`config.mk`:
```
export PLATFORM = sky130hd
export DESIGN_NAME = dc_rd_align
export DESIGN_NICKNAME = d
export VERILOG_FILES = /design/src/logic/dcache_pkg.sv /design/src/logic/dc_rd_align.sv
export SDC_FILE = /design/constraint.sdc
export NUM_CORES = 1
export LEC_CHECK = 0
export BUFFER_PORTS_ARGS = -buffer_cell sky130_fd_sc_hd__buf_4
export CORE_AREA = 3 3 140 142
export DETAILED_ROUTE_END_ITERATION = 16
export DIE_AREA = 0 0 143 145
export PLACE_DENSITY_LB_ADDON = 0.3
export SETUP_SLACK_MARGIN = 0.02
export SLEW_MARGIN = 20
export SYNTH_ARGS = -nofsm -noshare
export SYNTH_HDL_FRONTEND = slang
export SYNTH_SLANG_ARGS = --single-unit
```
`constraint.sdc`:
```
create_clock -name vclk -period 3.15
set_clock_uncertainty 0.2 [all_clocks]
set_input_delay 0.1575 -clock vclk [all_inputs]
set_output_delay 0.1575 -clock vclk [all_outputs]
set_load 0.005 [all_outputs]
```
`src/logic/dcache_pkg.sv`:
```
/* Geometry constants, tag entry, line type and access size and owner
   enums for the direct-mapped data cache */

package dcache_pkg;

  // Core and IO port widths
  localparam int ADDR_W = 32;
  localparam int DATA_W = 64;
  localparam int IO_W   = 32;

  // Address split into offset 3..0, index 8..4, tag 14..9
  localparam int OFFSET_W = 4;
  localparam int INDEX_W  = 5;
  localparam int TAG_W    = 6;

  localparam int NUM_LINES  = 32;
  localparam int LINE_BYTES = 16;
  localparam int LINE_W     = LINE_BYTES * 8;

  // Set on uncached accesses
  localparam int IO_BIT = 31;

  typedef struct packed {
    logic [TAG_W-1:0] tag;
    logic             valid;
    logic             dirty;
  } tag_entry_t;

  typedef logic [LINE_W-1:0] line_t;

  // Access size in bytes is 1 << size
  typedef enum logic [1:0] {
    SIZE_B = 2'd0,
    SIZE_H = 2'd1,
    SIZE_W = 2'd2,
    SIZE_D = 2'd3
  } size_e;

  typedef enum logic [1:0] {
    OWN_NONE = 2'd0,
    OWN_RD   = 2'd1,
    OWN_WR   = 2'd2
  } owner_e;

endpackage

```
`src/logic/dc_rd_align.sv`:
```
/* Load data alignment from a cache line or the IO word, with zero
   extension to the core data width */

`timescale 1ns/1ps

module dc_rd_align (
  input  dcache_pkg::line_t               line,
  input  logic [dcache_pkg::OFFSET_W-1:0] offset,
  input  dcache_pkg::size_e               size,
  input  logic [dcache_pkg::IO_W-1:0]     io_data,
  input  logic                            rd_src_io,
  output logic [dcache_pkg::DATA_W-1:0]   rd_data
);
  import dcache_pkg::*;

  line_t             line_shift;
  logic [IO_W-1:0]   io_shift;
  logic [DATA_W-1:0] raw;
  logic [DATA_W-1:0] size_mask;

  // Addressed byte moved down to lane 0
  assign line_shift = line >> {offset, 3'b000};

  // IO word is aligned, only the low offset bits pick the lane
  assign io_shift = io_data >> {offset[1:0], 3'b000};

  assign raw = rd_src_io ? {{(DATA_W-IO_W){1'b0}}, io_shift} : line_shift[DATA_W-1:0];

  always_comb begin
    case (size)
      SIZE_B:  size_mask = 64'h0000_0000_0000_00ff;
      SIZE_H:  size_mask = 64'h0000_0000_0000_ffff;
      SIZE_W:  size_mask = 64'h0000_0000_ffff_ffff;
      default: size_mask = '1;
    endcase
  end

  // Zero-extend
  assign rd_data = raw & size_mask;

endmodule

```
==> summary.txt, run 1 <==
Critical path
  • CP Buf/Inv Count: 3
  • Crit path from: offset[1]
  • Crit end category: primary output
  • Largest stage delay, worst path: between 0.5 and 0.6 ns
  • Crit-path max FO: 74
  • CP required: approximately 2.8 ns
  • Critical path type: in2out
  • Critical path data arrival time: roughly 2.4 ns
  • Startpoint Class: primary input
  • CP cell instances: buf_6 -> buf_4 -> mux2i_1 -> mux4_2 -> nor2b_1 -> nor4_2 -> buf_4
  • CP max-delay cell: buf_6
  • Crit path top cell by count: buf_4
  • Cell family with most CP delay: buffers and inverters

Synth
  • Adder-Cell Fraction of Synth Area: 0
  • Post-synthesis cell count: between 500 and 600
  • Xor/xnor share of the synthesized area: 0
  • Syn_area_per_cell: roughly 9.4 um2
  • Register area share after synthesis: 0
  • Yosys warning count: 0
  • Mux contribution to synthesized area: 0.5760
  • Synth Area in Simple Gates: 0.1436
  • Mapped Nets: 756
  • Largest family of logic cells by synthesized area: multiplexers
  • Mapped cell area: 0.005533 mm2
  • Library cells used by synthesis: 48
  • Post-synthesis compound-gate area fraction: 0.1929

Placement
  • Final HPWL DP: 20.14 mm
  • Placer congestion estimate: roughly 0.9
  • Number of I/O port buffers: between 200 and 250
  • Post-placement cell area: around 0.0074 mm2

Floorplan
  • Rows: 50
  • Die height: around 150 um
  • Die Area: just over 0.02 mm2
  • Core ar.: ~0.019 mm2
  • Initial Util: 0.2978
  • Num ports: around 230
  • Chip width: 143 um

Finish
  • Layout Cell Area excl Fill: 0.007422 mm2
  • N_diodes: 0
  • Clkbuf count: 0
  • Area grow syn2layout: 34.15%
  • Share of cells above drive strength 1: 0.4619
  • Reg area: 0 um2
  • NumNets Final: ~960
  • FF+latch count: 0

Clock tree
  • Post-CTS setup repair buffer count: 0
  • CTS Hold Bufs: 0
  • Post-CTS resize count: 0

Detailed routing
  • DRT Pass-1 Iters: 5
  • Drt wl/cell: 25.66 um
  • DRC errors left: 0
  • DR vias/cell: approximately 6.2
  • Routed Antenna Nets: 0
  • WL final: between 20 and 30 mm
  • DR vias: about 6300
  • Starting DRT DRC Count: ~500

Global route
  • Antenna violations before repair: 0
  • GRT Resource Usage Total: 0.2372
  • Largest net degree at the start of global routing: 76
  • Vias in the first global route: around 6500
  • First-pass GRT wire length: 38.65 mm
  • GRT overflow: 0

STA
  • Slew headroom: 0.4004
  • Fmax: ~360 MHz
  • Period minus WS final: 2.744 ns
  • Worst slew pin tran: around 0.90 ns
  • Setup TNS: 0 ns
  • Fin crit share: 0.8712
  • Max-slew violations: 0
  • RSZ-0062 raised after global routing: false
  • Setup-failing EPs final: 0
  • Final hold vios: 0

Flow run
  • Max-cap violations: 0

Pwr
  • Sw frac: 0.4847
  • Power share of the combinational group: 1.000
  • Clock power share: 0
  • Leakage power: approximately 3.3 nW
  • PwrDens: 154.3 mW/mm2
  • Switch Pwr: around 560 uW
  • Sequential Power Share: 0
  • Maximum vdd drop: around 0.061 mV
  • Int Power: between 500 and 600 uW

Run status
  • Status: complete, no violations

Hold path
  • Path type of the worst min-delay path: in2out
  • Hold Startpoint: io_data[29]
[logic make-up after synthesis]
kind of cell	count (synthesis)
buffers and inverters	72
AO/OA/AOI/OAI	155
multiplexers	218
AND/OR/NAND/NOR	144
[per-layer routing]
metal / routed length (um) / GRT usage / up-vias
met5: 0 / 0 / -
met4: 306 / 0.03327 / 0
met3: 2495 / 0.04021 / 23
met2: 12730 / 0.3990 / 384
met1: 10690 / 0.3259 / 3091
li1: - / - / 2818
[cells in the final DEF (no fill, tap or decap), drive strengths merged, types with 8 or more instances in the layout]
cell type	n
mux2i	135
nor2b	14
mux4	80
nand3	14
nor2	29
buf	268
a21oi	32
nand2	29
o2bb2ai	9
nor3	10
nand2b	23
a22oi	8
a211oi	24
a211o	8
o22ai	20
o21ai	16
[through the flow]
stage | cells | utilization | power [mW] | worst slack [ns] | hold slack, ns
after floorplan | 589 | - | 0.6683 | 1.244 | 0.2206
after global placement | 1022 | 0.3995 | 1.132 | 0.4537 | 0.4447
after detailed placement | 1022 | 0.3995 | 1.136 | 0.4398 | 0.4376
after CTS | 1022 | 0.3995 | 1.140 | 0.4339 | 0.4420
after global routing | 1022 | 0.3995 | 1.224 | 0.2928 | 0.4682
final | 1022 | 0.3995 | 1.145 | 0.4058 | 0.4440
[path summary, 6_finish.rpt]
| check | to | slack [ns] | cells past startpoint |
|---|---|---|---|
| min | rd_data[29] | 0.44 | 3 |
| max | rd_data[13] | 0.41 | 7 |
[synthesized netlist by cell type, types with 17 or more instances]
master | count | share of area
clkbuf_1 | 18 | 0.012
mux4_2 | 80 | 0.33
nand2_1 | 29 | 0.020
a211oi_1 | 23 | 0.031
nand2b_1 | 23 | 0.026
nor2_1 | 29 | 0.020
buf_2 | 17 | 0.015
o22ai_1 | 20 | 0.023
mux2i_1 | 135 | 0.24
a21oi_1 | 32 | 0.029
[final cells by class]
| type | instances | area, um2 |
|---|---|---|
| tap | 234 | 292.8 |
| inverter | 3 | 11.26 |
| fill | 1894 | 11160 |
| multi-input combinational | 517 | 5049 |
| timing repair buffer | 268 | 2069 |
[power groups by stage]
stage	sequential, mW	combinational, mW	clock [mW]
final	0	1.15	0
after CTS	0	1.14	0
after global placement	0	1.13	0
after detailed placement	0	1.14	0
after global routing	0	1.22	0
after floorplan	0	0.668	0
No activity file was read; power rests on OpenSTA's default activity.
==> run 2, diff against run 1 <==
Settings changed: BUFFER_PORTS_ARGS -buffer_cell sky130_fd_sc_hd__buf_4 to default, CAP_MARGIN from default to 40, DONT_BUFFER_PORTS from default to 1.
==> run 2 against run 1 <==
  * Sequential share of layout area unchanged
  * Wire length is 3.7% lower
  * Cell count shrank 25%
  * Global-route usage shrank 0.64 points
  * Sequential cell count did not move
  * Via count shrank 14%
  * Fmax up 31%
  * Combinational power is 39% lower
  * Critical path depth shrank 3
  * Highest routed layer is now met5
==> summary.txt, run 2 (same netlist as run 1, synthesis figures left out) <==
Run status
  • Status: complete, no violations

Clock tree
  • Post-CTS setup repair buffer count: 0 (unchanged)
  • CTS Hold Bufs: 0 (unchanged)
  • Post-CTS resize count: 0 (unchanged)

Finish
  • N_diodes: 0 (unchanged)
  • Share of cells above drive strength 1: 0.2060 (-0.2559)
  • Footprint of the multi-input gates: 0.005049 mm2 (unchanged)
  • Most frequent cells in the layout: mux2i_1 (135), mux4_2 (80), a21oi_1 (32)
  • NumNets Final: 703 (-27%)
  • Commonest non-fill, non-tap cell in the layout: mux2i_1
  • FF+latch count: 0 (unchanged)
  • Area grow syn2layout: -1.357%
  • Fill cells: 1952 (+3.1%)
  • Layout Cell Area excl Fill: 0.005458 mm2 (-26%)
  • Core Util, Final: 0.2937 (-0.1057)
  • Clkbuf count: 0 (unchanged)
  • Reg area: 0 um2 (unchanged)
  • Post-Layout Cell Count: 768 (-25%)

STA
  • Period minus WS final: 2.097 ns (-0.6474 ns)
  • Slew headroom: 0.5499 (+0.1495)
  • Setup-failing EPs final: 0 (unchanged)
  • Setup TNS: 0 ns (unchanged)
  • Fmax: 476.9 MHz (+31%)
  • Worst slew pin tran: 0.6646 ns (-0.2315 ns)
  • Max-slew violations: 0 (unchanged)
  • Fin crit share: 0.6657 (-0.2055)
  • Final hold vios: 0 (unchanged)
  • RSZ-0062 raised after global routing: false

Global route
  • GRT Resource Usage Total: 0.2308 (-0.006377)
  • First-pass GRT wire length: 37.19 mm (-3.8%)
  • GRT overflow: 0 (unchanged)
  • Vias in the first global route: 5574 (-14%)
  • Largest net degree at the start of global routing: 172 (+130%)
  • Antenna violations before repair: 1 (+1)

Detailed routing
  • DR vias/cell: 7.079 (+15%)
  • Routed Antenna Nets: 0 (unchanged)
  • DRT Pass-1 Iters: 5 (unchanged)
  • DRC errors left: 0 (unchanged)
  • DR vias: 5437 (-14%)
  • WL final: 25.25 mm (-3.7%)
  • Drt wl/cell: 32.88 um (+28%)
  • Starting DRT DRC Count: 414 (-18%)

Placement
  • Post-placement cell area: 0.005458 mm2 (-26%)
  • Placer congestion estimate: 0.8657 (-4.0%)
  • Number of I/O port buffers: 0 (-100%)
  • Final HPWL DP: 19.00 mm (-5.7%)
  • Cell total after placement: 768 (-25%)

Floorplan
  • Num ports: 231 (unchanged)
  • Initial Util: 0.2978 (unchanged)
  • Rows: 50 (unchanged)
  • Chip width: 143 um (unchanged)
  • Die Area: 0.02074 mm2 (unchanged)
  • Die height: 145 um (unchanged)
  • Core ar.: 0.01858 mm2 (unchanged)

Critical path
  • Critical path type: in2out
  • Crit path from: offset[3]
  • CP required: 2.79 ns (about the same)
  • Crit end category: primary output
  • Crit-path max FO: 25 (-66%)
  • Critical path data arrival time: 1.74 ns (-0.65 ns)
  • Startpoint Class: primary input

Flow run
  • Max-cap violations: 0 (unchanged)

Pwr
  • PwrDens: 128.8 mW/mm2 (-17%)
  • Maximum vdd drop: 0.03077 mV (-49%)
  • Leakage power: 1.988 nW (-39%)

Hold path
  • Hold Startpoint: size[1]
  • Path type of the worst min-delay path: in2out
[run 2: changes by cell type in the layout (fill, tap and decap cells not counted)]
cell    previous run  this run
buf_4            262        14
buf_6              2         0
buf_12             4         0
[run 2: path summary, 6_finish.rpt]
path	endpoint	slack (ns)	cells after the start
max	rd_data[9]	1.05	4
min	rd_data[22]	0.21	2
[run 2: area by class of cell]
type / instances / share of cell area
Tap cell: 234 / 0.05365
Timing Repair Buffer: 14 / 0.01926
Multi-Input combinational cell: 517 / 0.9250
Inverter: 3 / 0.002063
[run 2: worst max-delay path, stage by stage]
cell and delay (ns):
inv_2 0.38, mux4_2 0.59, nor2b_1 0.16, nor4_2 0.43
[run 2: power breakdown]
part | leakage (nW) | switching, mW | internal (mW) | total (mW)
registers | 0 | 0 | 0 | 0
logic | 1.99 | 0.330 | 0.373 | 0.703
clock network | 0 | 0 | 0 | 0
[run 2: routing by layer]
layer | global-route usage | part of all wire
met5 | 0 | 0.00051
met4 | 0.04658 | 0.024
met3 | 0.1045 | 0.15
met2 | 0.3665 | 0.46
met1 | 0.2893 | 0.37
[run 2: per-stage QoR]
step / setup WS (ns) / total power [mW] / hold WS, ns
finish: 1.053 / 0.7032 / 0.2053
global route: 0.9494 / 0.7483 / 0.2160
CTS: 1.060 / 0.6959 / 0.2044
detailed placement: 1.060 / 0.6928 / 0.2016
global placement: 1.080 / 0.6941 / 0.2064
floorplan: 1.244 / 0.6683 / 0.2206
