<file path="src/logic/dcache_pkg.sv">
/* Geometry constants, tag entry, line type and access size and owner
   enums for the direct-mapped data cache */

package dcache_pkg;

  // Core and IO port widths
  localparam int ADDR_W = 32;
  localparam int DATA_W = 64;
  localparam int IO_W   = 32;

  // Address split into offset 3..0, index 8..4, tag 14..9
  localparam int OFFSET_W = 4;
  localparam int INDEX_W  = 5;
  localparam int TAG_W    = 6;

  localparam int NUM_LINES  = 32;
  localparam int LINE_BYTES = 16;
  localparam int LINE_W     = LINE_BYTES * 8;

  // Set on uncached accesses
  localparam int IO_BIT = 31;

  typedef struct packed {
    logic [TAG_W-1:0] tag;
    logic             valid;
    logic             dirty;
  } tag_entry_t;

  typedef logic [LINE_W-1:0] line_t;

  // Access size in bytes is 1 << size
  typedef enum logic [1:0] {
    SIZE_B = 2'd0,
    SIZE_H = 2'd1,
    SIZE_W = 2'd2,
    SIZE_D = 2'd3
  } size_e;

  typedef enum logic [1:0] {
    OWN_NONE = 2'd0,
    OWN_RD   = 2'd1,
    OWN_WR   = 2'd2
  } owner_e;

endpackage

</file>
<file path="src/logic/dc_controller.sv">
/* Hit check and sequencing of hits, line fills with eviction, IO
   accesses, completion pulses and tag updates */

`timescale 1ns/1ps

module dc_controller (
  input  logic                          clk,
  input  logic                          rst_n,
  input  dcache_pkg::owner_e            owner,
  input  logic [dcache_pkg::ADDR_W-1:0] addr,
  input  dcache_pkg::size_e             size,
  input  dcache_pkg::tag_entry_t        stored_tag,
  input  dcache_pkg::line_t             stored_line,
  input  logic                          mem_rd_req,
  input  logic                          wr_fifo_empty,
  input  logic                          dc_miss_ack,
  input  logic                          io_ack,
  output logic                          done,
  output logic                          mem_rd_ready,
  output logic                          mem_wr_done,
  output logic                          mem_rd_busy,
  output logic                          mem_wr_busy,
  output logic                          dc_miss,
  output logic [dcache_pkg::ADDR_W-1:0] dc_miss_addr,
  output logic                          dc_evict,
  output logic [dcache_pkg::ADDR_W-1:0] dc_evict_addr,
  output dcache_pkg::line_t             dc_evict_data,
  output logic                          io_access,
  output logic                          io_rw,
  output logic [dcache_pkg::ADDR_W-1:0] io_addr,
  output logic                          tag_wr,
  output dcache_pkg::tag_entry_t        tag_wdata,
  output logic                          line_wr,
  output logic                          fill_sel,
  output logic                          wr_sel,
  output logic                          rd_src_io
);
  import dcache_pkg::*;

  localparam int TAG_LSB = OFFSET_W + INDEX_W;
  localparam int PAD_W   = ADDR_W - TAG_W - TAG_LSB;

  logic [TAG_W-1:0]   addr_tag;
  logic [INDEX_W-1:0] addr_index;
  logic               active;
  logic               is_wr;
  logic               is_io;
  logic               cache_acc;
  logic               hit;
  logic               fill;
  logic [OFFSET_W:0]  acc_bytes;
  logic [OFFSET_W:0]  acc_end;

  assign addr_tag   = addr[TAG_LSB +: TAG_W];
  assign addr_index = addr[OFFSET_W +: INDEX_W];

  assign active    = owner != OWN_NONE;
  assign is_wr     = owner == OWN_WR;
  assign is_io     = addr[IO_BIT];
  assign cache_acc = active && !is_io;
  assign hit       = stored_tag.valid && (stored_tag.tag == addr_tag);

  // Miss port, held while the owner and its address are held
  assign dc_miss       = cache_acc && !hit;
  assign dc_evict      = dc_miss && stored_tag.valid && stored_tag.dirty;
  assign dc_miss_addr  = {{PAD_W{1'b0}}, addr_tag, addr_index, {OFFSET_W{1'b0}}};
  assign dc_evict_addr = {{PAD_W{1'b0}}, stored_tag.tag, addr_index, {OFFSET_W{1'b0}}};
  assign dc_evict_data = stored_line;
  assign fill          = dc_miss && dc_miss_ack;

  // Uncached port
  assign io_access = active && is_io;
  assign io_rw     = is_wr;
  assign io_addr   = {addr[ADDR_W-1:2], 2'b00};
  assign rd_src_io = is_io;

  assign done         = (cache_acc && (hit || dc_miss_ack)) || (io_access && io_ack);
  assign mem_rd_ready = done && (owner == OWN_RD);
  assign mem_wr_done  = done && is_wr;
  assign mem_rd_busy  = mem_rd_req && !mem_rd_ready;
  assign mem_wr_busy  = !wr_fifo_empty && !mem_wr_done;

  // Line and tag update on write hits and on every fill
  assign fill_sel  = fill;
  assign wr_sel    = cache_acc && is_wr && (hit || dc_miss_ack);
  assign line_wr   = fill || (cache_acc && hit && is_wr);
  assign tag_wr    = line_wr;
  assign tag_wdata = '{tag: addr_tag, valid: 1'b1, dirty: is_wr};

  always_comb begin
    case (size)
      SIZE_B:  acc_bytes = 'd1;
      SIZE_H:  acc_bytes = 'd2;
      SIZE_W:  acc_bytes = 'd4;
      default: acc_bytes = 'd8;
    endcase
  end

  assign acc_end = {1'b0, addr[OFFSET_W-1:0]} + acc_bytes;

  // Two-cycle split accesses are not handled by this cache
  a_no_line_cross: assert property (
    @(posedge clk) disable iff (!rst_n)
    active |-> int'(acc_end) <= LINE_BYTES
  );

  // Miss and IO requests stay up and stable until acknowledged
  a_miss_held: assert property (
    @(posedge clk) disable iff (!rst_n)
    dc_miss && !dc_miss_ack |=> dc_miss && $stable(dc_miss_addr)
  );

  a_io_held: assert property (
    @(posedge clk) disable iff (!rst_n)
    io_access && !io_ack |=> io_access && $stable(io_addr)
  );

endmodule

</file>
<file path="config.mk">
export PLATFORM = sky130hd
export DESIGN_NAME = dc_controller
export DESIGN_NICKNAME = d
export VERILOG_FILES = /design/src/logic/dcache_pkg.sv /design/src/logic/dc_controller.sv
export SDC_FILE = /design/constraint.sdc
export NUM_CORES = 1
export LEC_CHECK = 0
export ABC_AREA = 1
export BUFFER_PORTS_ARGS = -buffer_cell sky130_fd_sc_hd__buf_2
export CAP_MARGIN = 5
export CORE_AREA = 4 4 161 163
export DETAILED_ROUTE_END_ITERATION = 12
export DIE_AREA = 0 0 165 167
export PLACE_DENSITY = 0.33
export SYNTH_ARGS = -nofsm -noshare
export SYNTH_HDL_FRONTEND = slang
export SYNTH_SLANG_ARGS = --single-unit
</file>
<file path="constraint.sdc">
create_clock -name vclk -period 1.2
set_input_delay 0 -clock vclk [all_inputs]
set_output_delay 0 -clock vclk [all_outputs]
set_load 0.05 [all_outputs]
</file>
==> run metrics, run 1 <==
CP peak stage delay=0.19 ns; HP Class=in -> out; most common cell in the netlist=buf_4; Layout Nets=355; final hold vios=0; Initial DRC Count=7; dpl hpwl=~5100 microns; Final Max Tran Viols=0; CP cell instances=buf_2 > inv_2 > a21boi_4 > nand3_4 > o21bai_4 > nand2_4 > o21ai_4 > buf_6; period utilization=92.99%; GRT Resource Usage Total=3.421%; Final setup viols=0; WL final=5707 microns; vias in the first global route=955; Initial Util=8.273%; post-synthesis sequential area ratio=0%; pwr/cell area=621.4 nW/um^2; Core Region=between 20,000 and 25,000 sq um; Compound-Gate Fraction of Synth Area=2.550%; total grt overflow=0; Post-synth top cells=buf_4, nand2_1, inv_1, nor2_1, a21oi_1; cells taking the most area after synthesis=buf_4, nand2_1, inv_1; DRC Markers=0; Critical Path AT=1.12 ns; TNS Setup=0 ns; Worst EP required=1.20 ns; syn avg cell area=~6.8 sq um; Die ar.=27,560 sq um; Layout clock buffers=0; min Tclk post-route=1.116 ns; share of layout cells above drive strength 1=around three fifths; status=finished clean; Pleak=just under 0.7 nW; Worst setup SP type=input pin; die height=167 microns; total number of vias=~990; Ys Warns=0; port buffer count=61; Post-DRT Antenna Nets=0; placed cell area=between 1000 and 1500 sq um; post-synthesis xor/xnor area fraction=0%; n_diodes=0; Power, Total=between 0.9 and 1 mW; count of cell types in the netlist=12; unrepaired setup endpoints after global routing=yes; Post-Synthesis Cell Area=2012 sq um; top-level port count=424; maxcap violations=0; first-pass GRT wire length=6762 microns; largest family of logic cells by synthesized area=buffers and inverters; FFs & Latches=0; Layout area overhead=-27.92%; Setup Fix Bufs, Post-CTS=0; TritonRoute pass-1 iters=2; Via density=approximately 2.0; fillers=2,889; Synth Area in Simple Gates=6.405%; area share of the largest cell type after synthesis=87.31%; GPL Wtd Cong=slightly above 0.6; Final Hold Slack=0.00001398 ns; mux share of post-synthesis cell area=0%; storage element area=0 sq um; Adder-Cell Fraction of Synth Area=0%; CP max stage cell=o21ai_4; VDD IR max=0.0001668 V; Post-Syn Instances=294; fin area=~1500 sq um; fmax=896.2 MHz; drt wl/cell=11.44 microns; initial antenna violation count=0; Worst setup EP type=output pin; area leader, netlist=buf_4; Die X=165 microns; largest net degree at the start of global routing=6; num rows=57; crit path max fanout=5; Critical Setup Path Class=in -> out; Multi-input gate area=498.0 sq um
[cells by family (layout without fill, tap and decap cells)]
family | after synthesis | in the layout
AOI/OAI and AO/OA | 8 | 8
other | 2 | 45
and+or+nand+nor | 32 | 32
buffers and inverters | 252 | 90
[cell usage in the layout (no fill, tap or decap), drive strengths merged]
master,count
a21boi,2
a21oi,4
and3,1
buf,71
clkbuf,1
conb,45
inv,18
nand2,22
nand3,1
nor2,8
o21ai,1
o21bai,1
[critical path, delay by kind of cell]
family	cells	cell delay, ns
and+or+nand+nor	2	0.23
buffers and inverters	3	0.33
AOI/OAI and AO/OA	3	0.55
[where the power goes]
| part | internal [mW] | switching [mW] | total (mW) | leakage [nW] |
|---|---|---|---|---|
| logic | 0.175 | 0.726 | 0.901 | 0.692 |
| registers | 0 | 0 | 0 | 0 |
| clock network | 0 | 0 | 0 | 0 |
[through the flow]
step | util, % | cells | setup slack, ns
3_3_place_gp | 5.263 | 499 | -0.1766
3_5_place_dp | 5.263 | 499 | -0.1713
2_1_floorplan | - | 337 | -0.1144
5_1_grt | 5.963 | 499 | -0.01179
6_report | 5.963 | 499 | 0.08415
4_1_cts | 5.767 | 499 | 0.0008112
[final timing paths]
path                        from                to  cells after the start  slack, ns
setup / recovery         addr[9]            tag_wr                      8       0.08
hold / removal    stored_line[3]  dc_evict_data[3]                      0    0.00001
[repair_timing]
action	in CTS	in global routing
endpoints found under the setup margin	10	10
pin swaps	8	9
hold buffers	0	0
resized for setup	35	15
[area by class of cell]
| type | count | share of cell area [%] |
|---|---|---|
| multi-input cells | 85 | 34.34 |
| well taps | 324 | 27.96 |
| inverters | 18 | 4.659 |
| repair buffers | 72 | 33.05 |
[per-layer routing]
layer | vias up | wire length (microns) | global-route usage (%)
met5 | - | 0 | 0
met4 | 0 | 689 | 3.653
met3 | 90 | 1442 | 3.287
met2 | 196 | 2452 | 5.256
met1 | 353 | 1123 | 2.146
li1 | 355 | - | -
(Power assumes the default switching activity.)
==> run 2, diff against run 1 <==
- CELL_PAD_IN_SITES_DETAIL_PLACEMENT: default -> 0
- CELL_PAD_IN_SITES_GLOBAL_PLACEMENT: default -> 1
- CORE_AREA: 4 4 161 163 -> 2 2 165 167
- DIE_AREA: 0 0 165 167 -> 0 0 167 169
- PLACE_DENSITY: 0.33 -> 0.51
==> run metrics, run 2 (synthesized netlist as in run 1, its figures left out) <==
hold buffers post-CTS=0 (unchanged); period utilization=94.50% (+1.5 points); Final Max Tran Viols=0 (unchanged); VDD IR max=0.0001806 V (+8.3%); Critical Setup Path Class=in -> out; Worst setup EP type=output pin; unrepaired setup endpoints after global routing=yes; largest net degree at the start of global routing=6 (unchanged); share of layout cells above drive strength 1=56.59% (-2.3 points); DRC Markers=0 (unchanged); Initial Util=7.592% (-0.68 points); status=finished clean; TNS Setup=0 ns (unchanged); TritonRoute pass-1 iters=3 (+1); n_diodes=0 (unchanged); CP peak stage delay=0.16 ns (-0.03 ns); Core Region=26,500 sq um (+9.0%); vias in the first global route=871 (-8.8%); num rows=60 (+5.3%); Layout clock buffers=0 (unchanged); most frequent cells in the layout=buf_2, conb_1, buf_4, inv_1, nand2_1; GPL Wtd Cong=0.5937 (-2.6%); Final Hold Slack=0.00001758 ns (+0.000003601 ns); Final setup viols=0 (unchanged); Core Util, Final=5.755% (-0.21 points); Cell Count Post-Placement=521 (+4.4%); Buffers & Inverters on Critical Path=4 (+1); storage element area=0 sq um (unchanged); initial antenna violation count=0 (unchanged); pwr/cell area=601.5 nW/um^2 (-3.2%); Layout area overhead=-24.19%; Initial DRC Count=6 (-1); Worst setup SP type=input pin; final hold vios=0 (unchanged); drt wl/cell=11.65 microns (+1.9%); die height=169 microns (+1.2%); Via density=1.960 (-1.6%); dpl hpwl=5454 microns (+7.3%); Die X=167 microns (+1.2%); worst hold stages=0 (unchanged); post-route setup slack=0.06605 ns (-0.01810 ns); Multi-input gate area=466.7 sq um (-6.3%); Pleak=0.7241 nW (+4.7%); first-pass GRT wire length=6948 microns (+2.8%); fillers=3,167 (+9.6%); total grt overflow=0 (unchanged); WP depth=9 (+1); top-level port count=424 (unchanged); Worst EP required=1.20 ns (about the same); Post-DRT Antenna Nets=0 (unchanged); fmax=881.9 MHz (-1.6%); port buffer count=61 (unchanged); GRT Resource Usage Total=3.625% (+0.20 points); most common cell after layout, fill and taps aside=buf_2; Die ar.=28,220 sq um (+2.4%); Layout Nets=362 (+2.0%); fin cells=523 (+4.8%); crit path max fanout=5 (unchanged); HP Class=in -> out; CP top delay family=buffers and inverters; FFs & Latches=0 (unchanged); CP max stage cell=o21bai_4; maxcap violations=0 (unchanged); pre-CTS setup slack=-0.2152 ns (-0.04383 ns); total number of vias=1,025 (+3.1%); Critical Path AT=1.13 ns (about the same); min Tclk post-route=1.134 ns (+0.01810 ns); WL final=6093 microns (+6.8%); CP cell instances=buf_2 > a21boi_1 > buf_4 > nand3_4 > o21bai_4 > nand2_4 > buf_6 > nor2_4 > buf_12
run 2: changes by cell type in the layout (fill, tap and decap cells not counted), moves of 2 or more:
cell      before  now
a21boi_4       2    0
buf_12         1    5
buf_4         14   21
buf_6          9    4
inv_1         14   17
inv_2          4    0
nand2_1       10   13
nand2_4        3    1
run 2: power breakdown:
group	switching [mW]	total, mW	leakage (nW)	internal (mW)
Sequential	0	0	0	0
Clock	0	0	0	0
Combinational	0.723	0.917	0.724	0.194
run 2: path summary, 6_finish.rpt:
path / from / to / slack [ns]
hold / removal: addr[27] / io_addr[27] / 0.00002
setup / recovery: stored_tag[2] / wr_sel / 0.07
run 2: metrics by stage:
step / instance area, sq um / power, mW
floorplan: 2228 / 2.281
global placement: 1399 / 0.8779
detailed placement: 1399 / 0.8773
CTS: 1444 / 0.8968
global route: 1525 / 0.9578
finish: 1525 / 0.9175
run 2: timing repair:
action / CTS / global route
resized for setup: 14 / 16
pin swaps: 7 / 10
buffers inserted: 0 / 2
endpoints found under the setup margin: 9 / 10
run 2: layout make-up:
cell class | count | share of cell area, %
Inverter | 18 | 4.676
Timing Repair Buffer | 79 | 36.75
Multi-Input combinational cell | 85 | 30.60
Tap cell | 341 | 27.97
run 2: per-layer routing:
layer | vias to the layer above | share of wire [%] | global-route usage (%) | routed length (microns)
met5 | - | 0 | 0 | 0
met4 | 0 | 12 | 4.048 | 727
met3 | 68 | 26 | 3.834 | 1608
met2 | 210 | 43 | 5.672 | 2637
met1 | 373 | 18 | 2.019 | 1119
li1 | 374 | - | - | -
