**src/logic/dcache_pkg.sv**
```systemverilog
/* Geometry constants, tag entry, line type and access size and owner
   enums for the direct-mapped data cache */

package dcache_pkg;

  // Core and IO port widths
  localparam int ADDR_W = 32;
  localparam int DATA_W = 64;
  localparam int IO_W   = 32;

  // Address split into offset 3..0, index 8..4, tag 14..9
  localparam int OFFSET_W = 4;
  localparam int INDEX_W  = 5;
  localparam int TAG_W    = 6;

  localparam int NUM_LINES  = 32;
  localparam int LINE_BYTES = 16;
  localparam int LINE_W     = LINE_BYTES * 8;

  // Set on uncached accesses
  localparam int IO_BIT = 31;

  typedef struct packed {
    logic [TAG_W-1:0] tag;
    logic             valid;
    logic             dirty;
  } tag_entry_t;

  typedef logic [LINE_W-1:0] line_t;

  // Access size in bytes is 1 << size
  typedef enum logic [1:0] {
    SIZE_B = 2'd0,
    SIZE_H = 2'd1,
    SIZE_W = 2'd2,
    SIZE_D = 2'd3
  } size_e;

  typedef enum logic [1:0] {
    OWN_NONE = 2'd0,
    OWN_RD   = 2'd1,
    OWN_WR   = 2'd2
  } owner_e;

endpackage

```
**src/logic/dc_array.sv**
```systemverilog
/* Line-indexed storage array with combinational read, used for both the
   tag store and the data store */

`timescale 1ns/1ps

module dc_array #(
  parameter type entry_t = logic
) (
  input  logic                           clk,
  input  logic                           rst_n,
  input  logic [dcache_pkg::INDEX_W-1:0] index,
  input  logic                           wr,
  input  entry_t                         wdata,
  output entry_t                         rdata
);
  import dcache_pkg::*;

  entry_t mem [NUM_LINES];

  // Clearing all entries leaves every tag invalid after reset
  always_ff @(posedge clk) begin
    if (!rst_n) begin
      for (int i = 0; i < NUM_LINES; i++) begin
        mem[i] <= '0;
      end
    end else if (wr) begin
      mem[index] <= wdata;
    end
  end

  // Same-cycle lookup for the hit check
  assign rdata = mem[index];

endmodule

```
**config.mk**
```make
export PLATFORM = sky130hd
export DESIGN_NAME = dc_array
export DESIGN_NICKNAME = d
export VERILOG_FILES = /design/src/logic/dcache_pkg.sv /design/src/logic/dc_array.sv
export SDC_FILE = /design/constraint.sdc
export NUM_CORES = 1
export LEC_CHECK = 0
export ABC_AREA = 1
export BUFFER_PORTS_ARGS = -buffer_cell sky130_fd_sc_hd__buf_2
export CELL_PAD_IN_SITES_DETAIL_PLACEMENT = 1
export CELL_PAD_IN_SITES_GLOBAL_PLACEMENT = 2
export CORE_ASPECT_RATIO = 1.25
export CORE_MARGIN = 1
export CORE_UTILIZATION = 33
export DETAILED_ROUTE_END_ITERATION = 6
export GPL_TIMING_DRIVEN = 1
export HOLD_SLACK_MARGIN = 0.1
export PLACE_DENSITY = 0.75
export SLEW_MARGIN = 20
export SYNTH_ARGS = -nofsm -noshare
export SYNTH_HDL_FRONTEND = slang
export SYNTH_SLANG_ARGS = --single-unit
export TNS_END_PERCENT = 1
```
**constraint.sdc**
```tcl
create_clock -name clk -period 1.3 [get_ports clk]
set_input_delay 0.13 -clock clk [delete_from_list [all_inputs] [get_ports clk]]
set_output_delay 0.13 -clock clk [all_outputs]
set_load 0.005 [all_outputs]
```
==> results.cfg, run 1 <==
[clock_network]
numCtsBuffers = 5
insertion_delay_ns = 0.28
clk_pin_slew_ns = 0.06
cts_buffer_depth = 2
post_cts.repair.setup_buffers = 0
cts_tree = done
numClockSinks = 32
ctsHoldBuffers = 0
htree_num_levels = 2
root_buffer = clkbuf_8

[synthesis]
synth-seq-cells = 32
synth_edf_count = 0
ys_types = 17
ys.flop_type = dfxtp_1
synth.cell_area_um2 = 1667
synth_async_sr_flop_share_pct = 0
syn_avg_cell_area_um2 = 6.802
ys_seq_area_share_pct = 38.44
yosys_warnings = 0
synth_area_leaders = dfxtp_1, nand2_1, nand3_1, nor3_4, o21ai_0
yosys.area.top_type = dfxtp_1
synth_top_cell_area_share_pct = 38.44
syn_nets = 254
synthCells = 245
yosysMostFrequentCell = nand2_1
synth_common_cells = nand2_1, dfxtp_1, nand3_1

[power]
ir_drop_uv = 485.2
total_power_uw = 1933
p_leak_uw = 0.0008460
power_density_nw_per_um2 = 966.0

[drt]
wirelength_mm = 4.820
via_per_inst = 4.982
dr.pass1.iters = 4
vias = 1649
wire_per_inst_um = 14.56
antenna_left = 0
drtIter0Drc = 37
drc = 0

[timing]
slew_violations = 0
slew_headroom_pct = 75.26
finalWorstSetupSlack_ns = -0.05297
hold_viol_final = 0
rsz0062_at_grt = yes
min_period_over_period_pct = 104.1
worst_slew_pin_slew_ns = 0.3711
clock.fmax_ghz = 0.7391
clock_skew_ns = 0
fin_crit_ns = 1.353
setup_viol = 1

[layout]
regMostFlops = mem
diodes = 0
finalInstanceArea_um2 = 2001
area_growth_pct = 20.05
top_regs = mem: 32 flops
nFillCells = 627
drive_above_1_share_pct = 21.03
nets = 280
largest_reg_flops = 32

[global_route]
grt_usage_pct = 20.95
grt_first_pass_wirelength_mm = 8.211
grtUsageMet2_pct = 37.11
grtUsageMet1_pct = 25.53
first_global_vias = 1661
grt_busiest_layer = met2
antenna_found_initial = 0
overflow = 0
grt_max_degree = 33
grtUsageMet3_pct = 3.750

[floorplan]
fp.dieArea_um2 = 5340
die_w_um = 65.56
rows = 28
start_util_pct = 34.72
die_h_um = 81.46
ios = 10
core_um2 = 4800

[worst_setup_path]
crit_arrival_ns = 1.22
crit_type = flip-flop to primary output
required_ns = 1.17
endpoint_kind = primary output
worstPathMaxFanout = 2
worstSetupStartpointType = flip-flop

[place]
place_congestion = 0.7641
portBuffers = 9
dpl.hpwl_mm = 3.415
dpl_cell_area_um2 = 1916

[run_status]
status = complete, but fails checks
violations = setup timing

[run]
maxCapViolCount = 0

[min_path]
holdCritPathClass = input port to flip-flop
final timing paths:
path	to	slack [ns]	startpoint	depth (start not counted)
min	mem[22]	0.27	index[3]	4
min reg2reg	mem[13]	0.47	mem[13]	2
max	rdata	-0.05	mem[1]	9
max reg2reg	mem[0]	0.70	mem[0]	2
power by group:
part / leakage (uW) / switching (uW) / internal, uW
clock network: 0.0000410 / 361 / 364
registers: 0.000259 / 4.15 / 987
logic: 0.000546 / 143 / 73.7
total: 0.000846 / 508 / 1420
kinds of logic after synthesis:
logic type | count (synthesis) | synth area share, %
AOI/OAI and AO/OA | 32 | 9.609
buffers and inverters | 17 | 5.331
DFF | 32 | 38.44
and+or+nand+nor | 164 | 46.62
routing by layer:
layer | routed length (um) | part of all wire, %
met5 | 0 | 0
met4 | 63 | 1.3
met3 | 71 | 1.5
met2 | 2376 | 49
met1 | 2309 | 48
through the flow:
step	TNS [ns]	utilization, %	instances	hold WS (ns)	worst slack, ns
after floorplan	0	-	245	0.3228	0.2361
after global placement	0	39.91	324	0.4576	0.05121
after detailed placement	0	39.91	324	0.4661	0.04358
after CTS	-0.08149	41.58	331	0.2566	-0.08149
after global routing	-0.1907	41.68	331	0.2890	-0.1907
final	-0.05297	41.68	331	0.2675	-0.05297
layout make-up:
type	instances	area (um2)	share of cell area [%]
clock buffers	6	72.57	3.627
clock inverters	1	5.005	0.2502
inverters	6	22.52	1.126
multi-input cells	196	942.2	47.09
flip-flops and latches	32	643.1	32.15
well taps	60	75.07	3.752
repair buffers	30	240.2	12.01
cell usage in the layout, fill, tap and decap left out, drive strengths merged:
cell type / Yosys / routed
nor2: 2 / 2
clkbuf: 2 / 6
nand3: 32 / 32
clkinv: 0 / 1
o21ai: 32 / 32
nor3: 12 / 12
buf: 8 / 30
dfxtp: 32 / 32
inv: 6 / 6
nand2: 118 / 118
worst max-delay path: stages (launching register included):
cell and delay, ns:
dfxtp_1 0.31, nand2_1 0.07, nand2_1 0.05, nand2_1 0.05
nand2_1 0.05, nand2_1 0.05, nand2_1 0.06, nor2_2 0.13
nand2_1 0.06, buf_2 0.12
repair_timing:
item	in CTS	in global routing
resized for setup	1	3
endpoints found under the setup margin	1	1
pin swaps	0	0
Note: power is estimated with default switching activity, not from simulation.
==> inputs of run 2 (changes only) <==
CORE_ASPECT_RATIO = 0.9   (was 1.25)
==> results.cfg, run 2 (same netlist as run 1, synthesis figures left out) <==
[global_route]
grt_max_degree = 33
grt_first_pass_wirelength_mm = 7.928
first_global_vias = 1664
antenna_found_initial = 0
grt_usage_pct = 19.13
overflow = 0

[layout]
final_cell_mix = nand2_1, nand3_1, dfxtp_1
nets = 277
stdcell_count = 334
multi_input_area_um2 = 939.7
top_regs = mem: 32 flops
seq_area_um2 = 644.4
nFillCells = 652
drive_above_1_share_pct = 20.07
largest_reg_flops = 32
post-route-util_pct = 41.02
layout_commonest_cell = nand2_1
area_growth_pct = 19.74
diodes = 0
regMostFlops = mem

[place]
portBuffers = 9
dpl.hpwl_mm = 3.200
place_congestion = 0.7195
place_ws_ns = 0.01950
placed_cells = 326

[clock_network]
root_buffer = clkbuf_8
numCtsBuffers = 5
cts_buffer_depth = 2
clk_pin_slew_ns = 0.07
insertion_delay_ns = 0.28
numClockSinks = 32
htree_num_levels = 2
ctsHoldBuffers = 0
cts_tree = done
post_cts.repair.setup_buffers = 0

[worst_setup_path]
worstSetupStartpointType = flip-flop
required_ns = 1.17
reg2reg_from = mem[0]
r2r_cells = 2
critPathLaunch = mem[30]
rrSetupSlack_ns = 0.71
reg2reg_to = mem[0]
worstPathMaxFanout = 2
worstSetupEndpoint = rdata
endpoint_kind = primary output
crit_type = flip-flop to primary output
crit_arrival_ns = 1.25

[floorplan]
fp.dieArea_um2 = 5339
rows = 24
start_util_pct = 34.26
core_um2 = 4865
ios = 10
die_h_um = 69.42
die_w_um = 76.91

[power]
ir_drop_uv = 774.9
p_leak_uw = 0.0008344
power_density_nw_per_um2 = 1001

[timing]
min_period_over_period_pct = 105.9
setup_viol = 1
whs_ns = 0.2702
hold_viol_final = 0
fin_crit_ns = 1.377
rsz0062_at_grt = yes
finalWorstSetupSlack_ns = -0.07699
worst_slew_pin_slew_ns = 0.4166
clock.fmax_ghz = 0.7262
slew_headroom_pct = 72.14
clock_skew_ns = 0
slew_violations = 0
tns_ns = -0.07699

[drt]
drtIter0Drc = 51
dr.pass1.iters = 4
via_per_inst = 4.895
antenna_left = 0
wire_per_inst_um = 13.69
drc = 0
vias = 1635
wirelength_mm = 4.572

[run_status]
violations = setup timing
status = complete, but fails checks

[min_path]
holdCritPathClass = input port to flip-flop
min_from = index[3]

[run]
maxCapViolCount = 0
-- run 2: cell types whose count changed in the layout (fill, tap and decap cells not counted), sizes merged --
| cell | change |
|---|---|
| buf | -3 |
| clkbuf | +2 |
| clkinv | -1 |
-- run 2: worst min path at each step --
stage                     endpoint  slack [ns]  cells after the start
after floorplan            mem[22]        0.32                      3
after global placement     mem[27]        0.46                      2
after detailed placement   mem[31]        0.46                      2
after CTS                  mem[22]        0.27                      4
after global routing       mem[23]        0.31                      4
final                      mem[22]        0.27                      4
-- run 2: layout make-up --
type / count / area share (%)
Tap cell: 65 / 4.075
Clock buffer: 8 / 4.514
Timing Repair Buffer: 27 / 10.91
Inverter: 6 / 1.129
Multi-Input combinational cell: 196 / 47.08
Sequential cell: 32 / 32.29
-- run 2: worst max-delay path, stage by stage, from the launching register on --
cell	delay, ns
dfxtp_2	0.32
nand2_2	0.07
nand2_1	0.05
nand2_1	0.07
nand2_1	0.05
nand2_1	0.05
nand2_1	0.05
nor2_1	0.10
nand2_1	0.07
buf_2	0.13
-- run 2: per-layer routing --
metal  GRT usage [%]  part of all wire, %  vias up
met3           4.342                  1.9        7
met5               0                    0        -
met2           31.45                   46       11
met1           25.10                   50      771
met4           5.128                  1.2        0
li1                -                    -      846
-- run 2: report_power, final --
group	internal (uW)	total [uW]	switching, uW
Combinational	70.3	211	140
Sequential	988	991	3.74
Clock	432	795	363
Total	1490	2000	507
-- run 2: metrics by stage --
| stage | instance area [um2] | total power (uW) |
|---|---|---|
| after detailed placement | 1899 | 1227 |
| after global routing | 1996 | 2082 |
| after CTS | 1994 | 2023 |
| after floorplan | 1667 | 1132 |
| after global placement | 1899 | 1228 |
| final | 1996 | 1997 |
-- run 2: what timing repair did --
item	4_1_cts	5_1_grt
resized for setup	3	1
pin swaps	2	0
endpoints found under the setup margin	1	1
==> inputs of run 3 (changes only) <==
REMOVE_ABC_BUFFERS = 1   (was not set)
==> results.cfg, run 3 (same netlist as run 1, synthesis figures left out) <==
[drt]
wire_per_inst_um = 14.27
via_per_inst = 4.867
drtIter0Drc = 86
vias = 1650
dr.pass1.iters = 6
antenna_left = 0
wirelength_mm = 4.837
drc = 0

[clock_network]
cts_tree = done
htree_num_levels = 2
root_buffer = clkbuf_8
numCtsBuffers = 5
insertion_delay_ns = 0.28
numClockSinks = 32
clk_pin_slew_ns = 0.07
cts_buffer_depth = 2

[power]
power.share.combinational_pct = 11.2
p_switching_uw = 514.4
p_clk_share_pct = 40.6
power_density_nw_per_um2 = 995.9
p_leak_uw = 0.0008765
switching_share_pct = 25.03
power.internal_uw = 1540
total_power_uw = 2055
seqPwrFrac_pct = 48.3
ir_drop_uv = 555.0

[global_route]
grtUsageMet3_pct = 4.342
antenna_found_initial = 0
grtUsageMet2_pct = 32.24
first_global_vias = 1655
grtUsageMet1_pct = 26.72
grt_busiest_layer = met2
overflow = 0
grt_max_degree = 33
grt_usage_pct = 20.25
grt_first_pass_wirelength_mm = 8.245

[layout]
nets = 283
seq_area_um2 = 645.6
post-route-util_pct = 42.41
final_cell_mix = nand2_1, nand3_1, dfxtp_1
nFillCells = 642
regMostFlops = mem
multi_input_area_um2 = 942.2
drive_above_1_share_pct = 22.99
top_regs = mem: 32 flops
layout_commonest_cell = nand2_1
largest_reg_flops = 32
area_growth_pct = 23.80
stdcell_count = 339
diodes = 0

[timing]
hold_viol_final = 0
fin_crit_ns = 1.341
clock_skew_ns = 0
rsz0062_at_grt = yes
clock.fmax_ghz = 0.7459
slew_violations = 0
whs_ns = 0.2841
finalWorstSetupSlack_ns = -0.04057
setup_viol = 1
slew_headroom_pct = 75.96
worst_slew_pin_slew_ns = 0.3606
min_period_over_period_pct = 103.1

[worst_setup_path]
slowest_stage = dfxtp_2
cp_top_family = simple AND/OR/NAND/NOR gates
crit_arrival_ns = 1.21
critPathBufInv = 1
worstPathMaxFanout = 2
crit_type = flip-flop to primary output
path_cells = nand2_1 > nand2_1 > nand2_1 > nand2_1 > nand2_1 > nand2_1 > nor2_1 > nand2_1 > buf_2
required_ns = 1.17
worstSetupStartpointType = flip-flop
endpoint_kind = primary output
cp_common_cell = nand2_1
cpPeakStageDelay_ns = 0.32

[min_path]
holdCritPathClass = input port to flip-flop

[place]
portBuffers = 9
place_congestion = 0.7864
dpl.hpwl_mm = 3.402
placed_cells = 331

[floorplan]
die_w_um = 76.91
rows = 24
fp.dieArea_um2 = 5339
start_util_pct = 34.26
core_um2 = 4865
ios = 10
die_h_um = 69.42

[run_status]
violations = setup timing
status = complete, but fails checks

[run]
maxCapViolCount = 0
run 3: final timing paths:
kind	slack (ns)	endpoint	start	cells past startpoint
worst min-delay path	0.28	mem[21]	index[3]	4
worst max register to register	0.61	mem[10]	mem[10]	3
worst max-delay path	-0.04	rdata	mem[8]	9
worst min register to register	0.47	mem[31]	mem[31]	2
run 3: worst min-delay path, delay by kind of cell:
family                 cells  cell delay (ns)
buffers and inverters      1             0.17
and+or+nand+nor            2             0.15
AOI/OAI and AO/OA          1             0.07
run 3: cell type report:
type                    instances  area share, %
flip-flops and latches         32          31.29
well taps                      65          3.942
clock buffers                   7          4.669
repair buffers                 33          13.34
multi-input cells             196          45.66
inverters                       6          1.092
run 3: timing repair:
| item | 4_1_cts | 5_1_grt |
|---|---|---|
| hold endpoints to repair | 0 | 0 |
| buffers inserted | 0 | 1 |
| setup endpoints to repair | 1 | 1 |
| resized for setup | 2 | 4 |
| pin swaps | 5 | 6 |
| hold buffers | 0 | 0 |
run 3: power by group through the flow:
stage	clock network (uW)	logic, uW	registers (uW)
2_1_floorplan	0	79.7	1010
3_3_place_gp	0	229	1010
3_5_place_dp	0	230	1010
4_1_cts	868	231	991
5_1_grt	910	247	991
6_report	834	229	992
run 3: metrics by stage:
stage	setup slack (ns)	instance area (um2)	setup TNS [ns]
2_1_floorplan	0.4174	1600	0
3_3_place_gp	0.08375	1949	0
5_1_grt	-0.1994	2063	-0.1994
3_5_place_dp	0.08193	1949	0
4_1_cts	-0.08035	2048	-0.08035
6_report	-0.04057	2063	-0.04057
run 3: per-layer routing:
metal	vias up	part of all wire [%]
li1	857	-
met1	777	52
met2	11	45
met3	5	1.9
met4	0	1.3
met5	-	0
