$ cat src/logic/dcache_pkg.sv
/* Geometry constants, tag entry, line type and access size and owner
   enums for the direct-mapped data cache */

package dcache_pkg;

  // Core and IO port widths
  localparam int ADDR_W = 32;
  localparam int DATA_W = 64;
  localparam int IO_W   = 32;

  // Address split into offset 3..0, index 8..4, tag 14..9
  localparam int OFFSET_W = 4;
  localparam int INDEX_W  = 5;
  localparam int TAG_W    = 6;

  localparam int NUM_LINES  = 32;
  localparam int LINE_BYTES = 16;
  localparam int LINE_W     = LINE_BYTES * 8;

  // Set on uncached accesses
  localparam int IO_BIT = 31;

  typedef struct packed {
    logic [TAG_W-1:0] tag;
    logic             valid;
    logic             dirty;
  } tag_entry_t;

  typedef logic [LINE_W-1:0] line_t;

  // Access size in bytes is 1 << size
  typedef enum logic [1:0] {
    SIZE_B = 2'd0,
    SIZE_H = 2'd1,
    SIZE_W = 2'd2,
    SIZE_D = 2'd3
  } size_e;

  typedef enum logic [1:0] {
    OWN_NONE = 2'd0,
    OWN_RD   = 2'd1,
    OWN_WR   = 2'd2
  } owner_e;

endpackage

$ cat src/logic/dc_wr_merge.sv
/* Line write datapath: selects the fill or stored line as base and
   merges the store bytes into it */

`timescale 1ns/1ps

module dc_wr_merge (
  input  dcache_pkg::line_t               stored_line,
  input  dcache_pkg::line_t               fill_line,
  input  logic                            fill_sel,
  input  logic                            wr_sel,
  input  logic [dcache_pkg::OFFSET_W-1:0] offset,
  input  dcache_pkg::size_e               size,
  input  logic [dcache_pkg::DATA_W-1:0]   wr_data,
  output dcache_pkg::line_t               base_line,
  output dcache_pkg::line_t               new_line
);
  import dcache_pkg::*;

  logic [7:0]            size_mask;
  logic [LINE_BYTES-1:0] byte_en;
  line_t                 shifted;

  assign base_line = fill_sel ? fill_line : stored_line;

  always_comb begin
    case (size)
      SIZE_B:  size_mask = 8'h01;
      SIZE_H:  size_mask = 8'h03;
      SIZE_W:  size_mask = 8'h0f;
      default: size_mask = 8'hff;
    endcase
  end

  // Byte enables and store data moved to the addressed byte lane
  assign byte_en = wr_sel ? ({{(LINE_BYTES-8){1'b0}}, size_mask} << offset) : '0;
  assign shifted = {{(LINE_W-DATA_W){1'b0}}, wr_data} << {offset, 3'b000};

  always_comb begin
    for (int i = 0; i < LINE_BYTES; i++) begin
      if (byte_en[i]) begin
        new_line[i*8 +: 8] = shifted[i*8 +: 8];
      end else begin
        new_line[i*8 +: 8] = base_line[i*8 +: 8];
      end
    end
  end

endmodule

$ cat config.mk
export PLATFORM = sky130hd
export DESIGN_NAME = dc_wr_merge
export DESIGN_NICKNAME = d
export VERILOG_FILES = /design/src/logic/dcache_pkg.sv /design/src/logic/dc_wr_merge.sv
export SDC_FILE = /design/constraint.sdc
export NUM_CORES = 1
export LEC_CHECK = 0
export ABC_AREA = 1
export ABC_CLOCK_PERIOD_IN_PS = 1800
export BUFFER_PORTS_ARGS = -buffer_cell sky130_fd_sc_hd__buf_4
export CAP_MARGIN = 40
export CORE_AREA = 2 2 225 227
export DETAILED_ROUTE_END_ITERATION = 8
export DIE_AREA = 0 0 227 229
export PLACE_DENSITY_LB_ADDON = 0.2
export SLEW_MARGIN = 0
export SYNTH_ARGS = -nofsm -noshare
export SYNTH_HDL_FRONTEND = slang
export SYNTH_SLANG_ARGS = --single-unit
$ cat constraint.sdc
create_clock -name vclk -period 1.8
set_input_delay 0.18 -clock vclk [all_inputs]
set_output_delay 0.18 -clock vclk [all_outputs]
set_load 0.05 [all_outputs]
==> impl_summary.txt, run 1 <==
----------------------------------------------------
[Setup path]
  Data arrival time of the critical path ... 1.64 ns
  Kind of critical path ... in2out
  Required arrival time at the worst endpoint ... 1.62 ns
  Critical Path End Type ... output pin
  Critical Path Source Type ... input port
  Critical path fanouts, max ... 8

[Routing]
  Count of unresolved DRC violations after routing ... 0
  Total Wirelength ... 52.64 mm
  Vias after detailed routing ... 10,980
  Number of vias per cell ... 4.252
  Starting DRT DRC Count ... 565
  Remaining antenna violation count ... 0
  Average routed wire per standard cell ... 20.38 um
  Total iterations of the first detailed-routing run ... 7

[Synth]
  Yosys Warn Count ... 0
  Synth Cell Area ... 6210 um2
  Mean cell area of the mapped netlist ... 5.065 um2
  Sequential cell area fraction in the yosys report ... 0%
  Synthesized netlist cell count ... 1,226
  Number of distinct library cells after synthesis ... 25
  Post-synthesis net count ... 1,554

[Outcome]
  Outcome ... finished with violations
  Violated checks ... setup timing

[STA]
  Relative slew slack ... 73.74%
  Max-slew violation count ... 0
  Post-layout minimum cycle time ... 1.818 ns
  Slew @ Worst Pin ... 0.3924 ns
  Unrepaired setup endpoints after global routing ... true
  Setup TNS ... -0.02976 ns
  Period utilisation layout ... 101.0%
  Hold violation count in the final report ... 0
  Worst path setup slack after routing ... -0.01767 ns
  Total setup violations reported at the end of the flow ... 3
  Fmax ... 550.2 MHz

[Cells and area]
  FF+latch area ... 0 um2
  Layout net count ... 2,240
  Fraction of layout cells with a size suffix above 1 ... 55.86%
  # clk buffers ... 0
  Area growth, synth to finish ... 121.3%
  Sequential cell count of the final layout ... 0

[Placed design]
  I/O Buffers ... 584
  DP Wirelength ... 46.14 mm
  Setup slack at placement ... -0.3713 ns
  Placer's final routability congestion estimate ... 0.9040

[Global routing]
  First-pass GRT wire length ... 73.23 mm
  Overflow left after global routing ... 0
  Number of antenna violations at the first check in global routing ... 11
  Total global routing track utilization ... 18.98%
  Pin count of the biggest net entering global routing ... 53
  Via count of the first global-routing pass ... 10,980

[Floorplan]
  Die W ... 227 um
  Core box area ... 49,660 um2
  Initial core utilization ... 12.51%
  I/O pin cnt ... 584
  Placement Rows ... 82
  Area of the die ... 51,980 um2
  Height of the die ... 229 um

[Pwr]
  PwrDens ... 442.8 nW/um2
  Leakage ... 7.251 nW
  Largest voltage drop on the vdd net ... 0.0002020 V

[Min path]
  Class of the most critical hold timing path ... in2out

[Flow run]
  Number of violations of the max-capacitance limit ... 0

[Clocking]
  Quantity of hold-fixing buffers added after cts ... 0

----------------------------------------------------
## synth_stat cells
| master | number | area (um2) |
|---|---|---|
| nor2_2 | 4 | 25.02 |
| clkbuf_1 | 16 | 60.06 |
| inv_1 | 36 | 135.1 |
| buf_1 | 8 | 30.03 |
| nand2_2 | 7 | 43.79 |
| buf_4 | 7 | 52.55 |
| or2_2 | 2 | 12.51 |
| mux2_2 | 135 | 1520 |
| inv_2 | 17 | 63.81 |
| o21ai_1 | 28 | 140.1 |
| nand4_1 | 2 | 12.51 |
| a21oi_4 | 1 | 16.27 |
| buf_2 | 40 | 200.2 |
| a21oi_1 | 4 | 20.02 |
| o21ai_0 | 50 | 250.2 |
| nand3_2 | 1 | 10.01 |
| nand3_1 | 201 | 1006 |
| nor2_1 | 27 | 101.4 |
| o22ai_1 | 1 | 6.260 |
| a21oi_2 | 1 | 8.760 |
| nor3_2 | 2 | 20.02 |
| o211ai_1 | 6 | 45.04 |
| o21ai_2 | 7 | 61.31 |
| nor2_4 | 4 | 45.04 |
| nand2_1 | 619 | 2323 |
## worst max-delay path, stage by stage
cell	delay [ns]
buf_12	0.13
buf_12	0.14
buf_12	0.14
nor2_4	0.12
inv_4	0.06
nor3_4	0.16
buf_4	0.14
nand2_1	0.05
nand3_1	0.12
nand2_2	0.12
nand2_1	0.11
buf_6	0.16
## power breakdown
part,switching [mW],total [mW],internal [mW]
sequential,0,0,0
combinational,3.85,6.09,2.24
clock,0,0.0000000743,0.0000000743
## layer usage
metal | share of wire, % | vias up | global-route usage [%] | wire, um
met5 | 0.22 | - | 0 | 117
met4 | 1.8 | 20 | 2.819 | 928
met3 | 7.2 | 58 | 4.233 | 3815
met2 | 48 | 386 | 32.71 | 25180
met1 | 43 | 5108 | 24.45 | 22600
li1 | - | 5411 | - | -
## kinds of logic (layout without fill, tap and decap cells)
kind of cell    count (synthesis)  after routing  synth area share, %
buf+inv                       124            808                8.725
other cells                     0              1                    0
simple gates                  869            869                57.97
mux                           135            135                24.48
compound gates                 98             98                8.825
## per-stage QoR
stage               utilization (%)  total power, mW  cells  cell area (um2)  hold WS (ns)
finish                        27.68            6.086   2583            13740        0.7651
global route                  27.68            6.426   2583            13740        0.7735
CTS                           26.51            5.945   2576            13160        0.7674
detailed placement            25.66            5.777   2568            12740        0.7664
global placement              25.66            5.785   2568            12740        0.7645
floorplan                         -            3.340   1226             6349        0.6564
## final timing paths
check / from / endpoint / slack (ns) / cells after the start
max: offset[0] / new_line[70] / -0.02 / 12
min: stored_line[120] / base_line[120] / 0.77 / 3
## final cells by class
type,instances,area [um2]
multi-input combinational,1102,6256
fill,5716,35910
antenna,1,2.502
timing repair buffer,755,6425
tap,672,840.8
inverter,53,220.2
## what timing repair did
action,4_1_cts,5_1_grt
setup buffers,7,3
resized for setup,87,134
endpoints found under the setup margin,84,98
cloned,1,3
pin swaps,8,13
## cell usage in the layout (no fill, tap or decap)
cell | netlist | layout
buf_8 | 0 | 2
buf_16 | 0 | 1
inv_4 | 0 | 7
a21oi_2 | 1 | 4
nand4_1 | 2 | 2
buf_4 | 7 | 643
diode_2 | 0 | 1
clkbuf_16 | 0 | 3
nor2_4 | 4 | 7
a21oi_1 | 4 | 1
o22ai_2 | 0 | 1
nor2_2 | 4 | 9
inv_1 | 36 | 34
nor3_2 | 2 | 1
buf_12 | 0 | 31
nand2_2 | 7 | 53
nand3_1 | 201 | 182
o21ai_0 | 50 | 17
inv_2 | 17 | 11
nand3_4 | 0 | 1
clkinvlp_4 | 0 | 1
nand3_2 | 1 | 19
o211ai_1 | 6 | 6
nand2_4 | 0 | 9
mux2_2 | 135 | 135
a21oi_4 | 1 | 1
nor2_1 | 27 | 19
nor3_4 | 0 | 1
o21ai_1 | 28 | 18
or2_2 | 2 | 2
buf_6 | 0 | 75
o21ai_4 | 0 | 11
nand2_1 | 619 | 564
o21ai_2 | 7 | 39
No activity file was read; power rests on OpenSTA's default activity.
==> inputs of run 2 (changes only) <==
--- a/config.mk
+++ b/config.mk
@@ -5,7 +5,6 @@
 export SDC_FILE = /design/constraint.sdc
 export NUM_CORES = 1
 export LEC_CHECK = 0
-export ABC_AREA = 1
 export ABC_CLOCK_PERIOD_IN_PS = 1800
 export BUFFER_PORTS_ARGS = -buffer_cell sky130_fd_sc_hd__buf_4
 export CAP_MARGIN = 40
@@ -13,7 +12,9 @@
 export DETAILED_ROUTE_END_ITERATION = 8
 export DIE_AREA = 0 0 227 229
 export PLACE_DENSITY_LB_ADDON = 0.2
+export SETUP_SLACK_MARGIN = 0.3
 export SLEW_MARGIN = 0
 export SYNTH_ARGS = -nofsm -noshare
 export SYNTH_HDL_FRONTEND = slang
 export SYNTH_SLANG_ARGS = --single-unit
+export TNS_END_PERCENT = 50
==> run 2 against run 1 <==
  * The flow still finishes with violations (setup timing)
  * Area after synthesis about the same
  * Non-clock buffer count increased by 135
  * Maximum frequency decreased by 14%
  * Largest cell class unchanged
==> impl_summary.txt, run 2 <==
----------------------------------------------------
[STA]
  Relative slew slack ... 60.48% (-13 points)
  Worst path setup slack after routing ... -0.3032 ns (-0.2855 ns)
  Total setup violations reported at the end of the flow ... 120 (+117)
  Fmax ... 475.5 MHz (-14%)
  Post-layout minimum cycle time ... 2.103 ns (+0.2855 ns)
  Period utilisation layout ... 116.8% (+16 points)
  Setup TNS ... -23.90 ns (-23.87 ns)
  Unrepaired setup endpoints after global routing ... true
  Hold violation count in the final report ... 0 (unchanged)
  Slew @ Worst Pin ... 0.5893 ns (+0.1969 ns)
  Max-slew violation count ... 0 (unchanged)

[Placed design]
  DP Wirelength ... 44.10 mm (-4.4%)
  Cell Count Post-Placement ... 2,197 (-14%)
  Placer's final routability congestion estimate ... 0.8849 (-2.1%)
  I/O Buffers ... 584 (unchanged)
  Standard cell area after detailed placement ... 14,070 um2 (+10%)

[Cells and area]
  FF+latch area ... 0 um2 (unchanged)
  Most frequent cells in the layout ... buf_4, buf_6, mux2_2
  Area growth, synth to finish ... 177.7%
  Sequential cell count of the final layout ... 0 (unchanged)
  Layout net count ... 1,905 (-15%)
  # clk buffers ... 0 (unchanged)
  Fraction of layout cells with a size suffix above 1 ... 85.21% (+29 points)
  Area of the multi-input gates ... 7965 um2 (+27%)
  Most common library cell in the layout ignoring fill and taps ... buf_4
  Post-route cell area ... 17,250 um2 (+26%)
  Fill cell total of the finished layout ... 5,159 (-9.7%)
  Fin cells ... 2,252 (-13%)
  Final standard cell utilization of the core ... 34.74% (+7.1 points)

[Synth]
  Most frequent cells after synthesis ... mux2i_1, mux2_2, inv_1, nor2_1, nand2_1
  Post-synthesis adder-cell area fraction ... 0.1813% (+0.18 points)
  Cell with the most instances after synthesis ... mux2i_1
  Number of distinct library cells after synthesis ... 55 (+120%)
  Main area contributors after synthesis ... mux2_2, mux2i_1, inv_1, nor2_1, a2bb2oi_1
  Post-synthesis cell type with the largest combined area ... mux2_2
  Mean cell area of the mapped netlist ... 8.228 um2 (+62%)
  Yosys Warn Count ... 0 (unchanged)
  Synth Cell Area ... 6212 um2 (about the same)
  Post-synthesis net count ... 1,083 (-30%)
  Simple logic cell fraction of the synthesized area ... 7.936% (-50 points)
  Top cell type's share of synthesized area ... 30.27% (-7.1 points)
  Sequential cell area fraction in the yosys report ... 0% (unchanged)
  Post-synthesis share of cell area spent on xor and xnor gates ... 0% (unchanged)
  Synthesized netlist cell count ... 755 (-38%)
  Largest family of logic cells by synthesized area ... multiplexers
  Compound-cell area share of the yosys netlist ... 20.40% (+12 points)
  Portion of netlist area occupied by mux cells ... 60.83% (+36 points)

[Floorplan]
  Area of the die ... 51,980 um2 (unchanged)
  I/O pin cnt ... 584 (unchanged)
  Placement Rows ... 82 (unchanged)
  Die W ... 227 um (unchanged)
  Initial core utilization ... 12.51% (about the same)
  Core box area ... 49,660 um2 (unchanged)
  Height of the die ... 229 um (unchanged)

[Routing]
  Vias after detailed routing ... 9,496 (-14%)
  Starting DRT DRC Count ... 304 (-46%)
  Count of unresolved DRC violations after routing ... 0 (unchanged)
  Total Wirelength ... 51.67 mm (-1.8%)
  Remaining antenna violation count ... 0 (unchanged)
  Total iterations of the first detailed-routing run ... 4 (-3)
  Number of vias per cell ... 4.217 (-0.83%)
  Average routed wire per standard cell ... 22.95 um (+13%)

[Setup path]
  Required arrival time at the worst endpoint ... 1.62 ns (about the same)
  Kind of critical path ... in2out
  Data arrival time of the critical path ... 1.92 ns (+0.28 ns)
  Critical Path Source Type ... input port
  Critical Path End Type ... output pin
  Critical path fanouts, max ... 8 (unchanged)

[Pwr]
  Net Switching ... 4.129 mW (+7.4%)
  Share of total power in combinational logic ... 100.0% (about the same)
  Largest voltage drop on the vdd net ... 0.0002308 V (+14%)
  Total power consumption of the routed design ... 7.525 mW (+24%)
  PwrDens ... 436.2 nW/um2 (-1.5%)
  Fraction of power spent switching nets ... 54.86% (-8.3 points)
  Internal portion of total power ... 3.397 mW (+52%)
  Sequential Power Share ... 0% (unchanged)
  Leakage ... 7.995 nW (+10%)
  Part of the total power dissipated in the clock network ... 0% (unchanged)

[Global routing]
  First-pass GRT wire length ... 70.09 mm (-4.3%)
  Via count of the first global-routing pass ... 10,190 (-7.2%)
  Overflow left after global routing ... 0 (unchanged)
  Total global routing track utilization ... 18.47% (-0.51 points)
  Pin count of the biggest net entering global routing ... 42 (-21%)
  Number of antenna violations at the first check in global routing ... 6 (-5)

[Outcome]
  Violated checks ... setup timing
  Outcome ... finished with violations

[Flow run]
  Number of violations of the max-capacitance limit ... 0 (unchanged)

[Clocking]
  Quantity of hold-fixing buffers added after cts ... 0 (unchanged)

[Min path]
  Class of the most critical hold timing path ... in2out

----------------------------------------------------
[run 2: changes by cell type after synthesis, sizes merged, moves of 9 or more]
| cell | change |
|---|---|
| a211oi | +17 |
| o21ai | -71 |
| nand2 | -587 |
| a22oi | +15 |
| a2bb2oi | +22 |
| nor2 | +23 |
| a21oi | +17 |
| o22ai | +17 |
| o221ai | +9 |
| mux2 | +40 |
| nand3 | -201 |
| a22o | +13 |
| mux2i | +178 |
[run 2: routing by layer]
metal	vias to the layer above	routed length (um)	global-route usage (%)
met5	-	18	0
met2	394	28110	36.48
li1	4495	-	-
met3	37	3021	2.425
met1	4566	19580	20.87
met4	4	948	3.268
[run 2: layout make-up]
class	count	share of cell area (%)
Antenna cell	5	0.07252
Tap cell	672	4.873
Inverter	58	1.305
Timing Repair Buffer	890	47.58
Multi-Input combinational cell	627	46.17
[run 2: what timing repair did]
action                                  CTS  global route
pin swaps                                36            22
endpoints found under the setup margin  159           158
gates cloned                              5             2
resized for setup                       402           175
setup buffers                            26            17
[run 2: path summary, 6_finish.rpt]
path                             to  slack (ns)       startpoint  cells past startpoint
worst min-delay path  base_line[52]        0.72  stored_line[52]                      4
worst max-delay path   new_line[98]       -0.30        offset[0]                     10
[run 2: through the flow]
step,hold WS [ns],worst slack [ns]
2_1_floorplan,0.5838,-0.1837
3_3_place_gp,0.7607,-0.6748
3_5_place_dp,0.7614,-0.6256
4_1_cts,0.7536,-0.2945
5_1_grt,0.7424,-0.3349
6_report,0.7228,-0.3032
[run 2: cell families after synthesis]
group / Yosys count
muxes: 353
buffers and inverters: 128
adders and majority gates: 1
AOI/OAI and AO/OA: 160
and+or+nand+nor: 113
[run 2: power groups by stage]
stage / Combinational [mW] / Sequential [mW] / Clock (mW)
floorplan: 3.72 / 0 / 0
global placement: 6.34 / 0 / 0
detailed placement: 6.34 / 0 / 0
CTS: 7.20 / 0 / 0
global route: 7.83 / 0 / 0.000000150
finish: 7.53 / 0 / 0.000000373
[run 2: critical path: stages]
cell	delay, ns
buf_16	0.13
buf_12	0.12
buf_16	0.13
or2_4	0.18
o22ai_4	0.07
a31o_4	0.23
a31oi_4	0.21
buf_12	0.18
mux2_4	0.32
buf_8	0.15
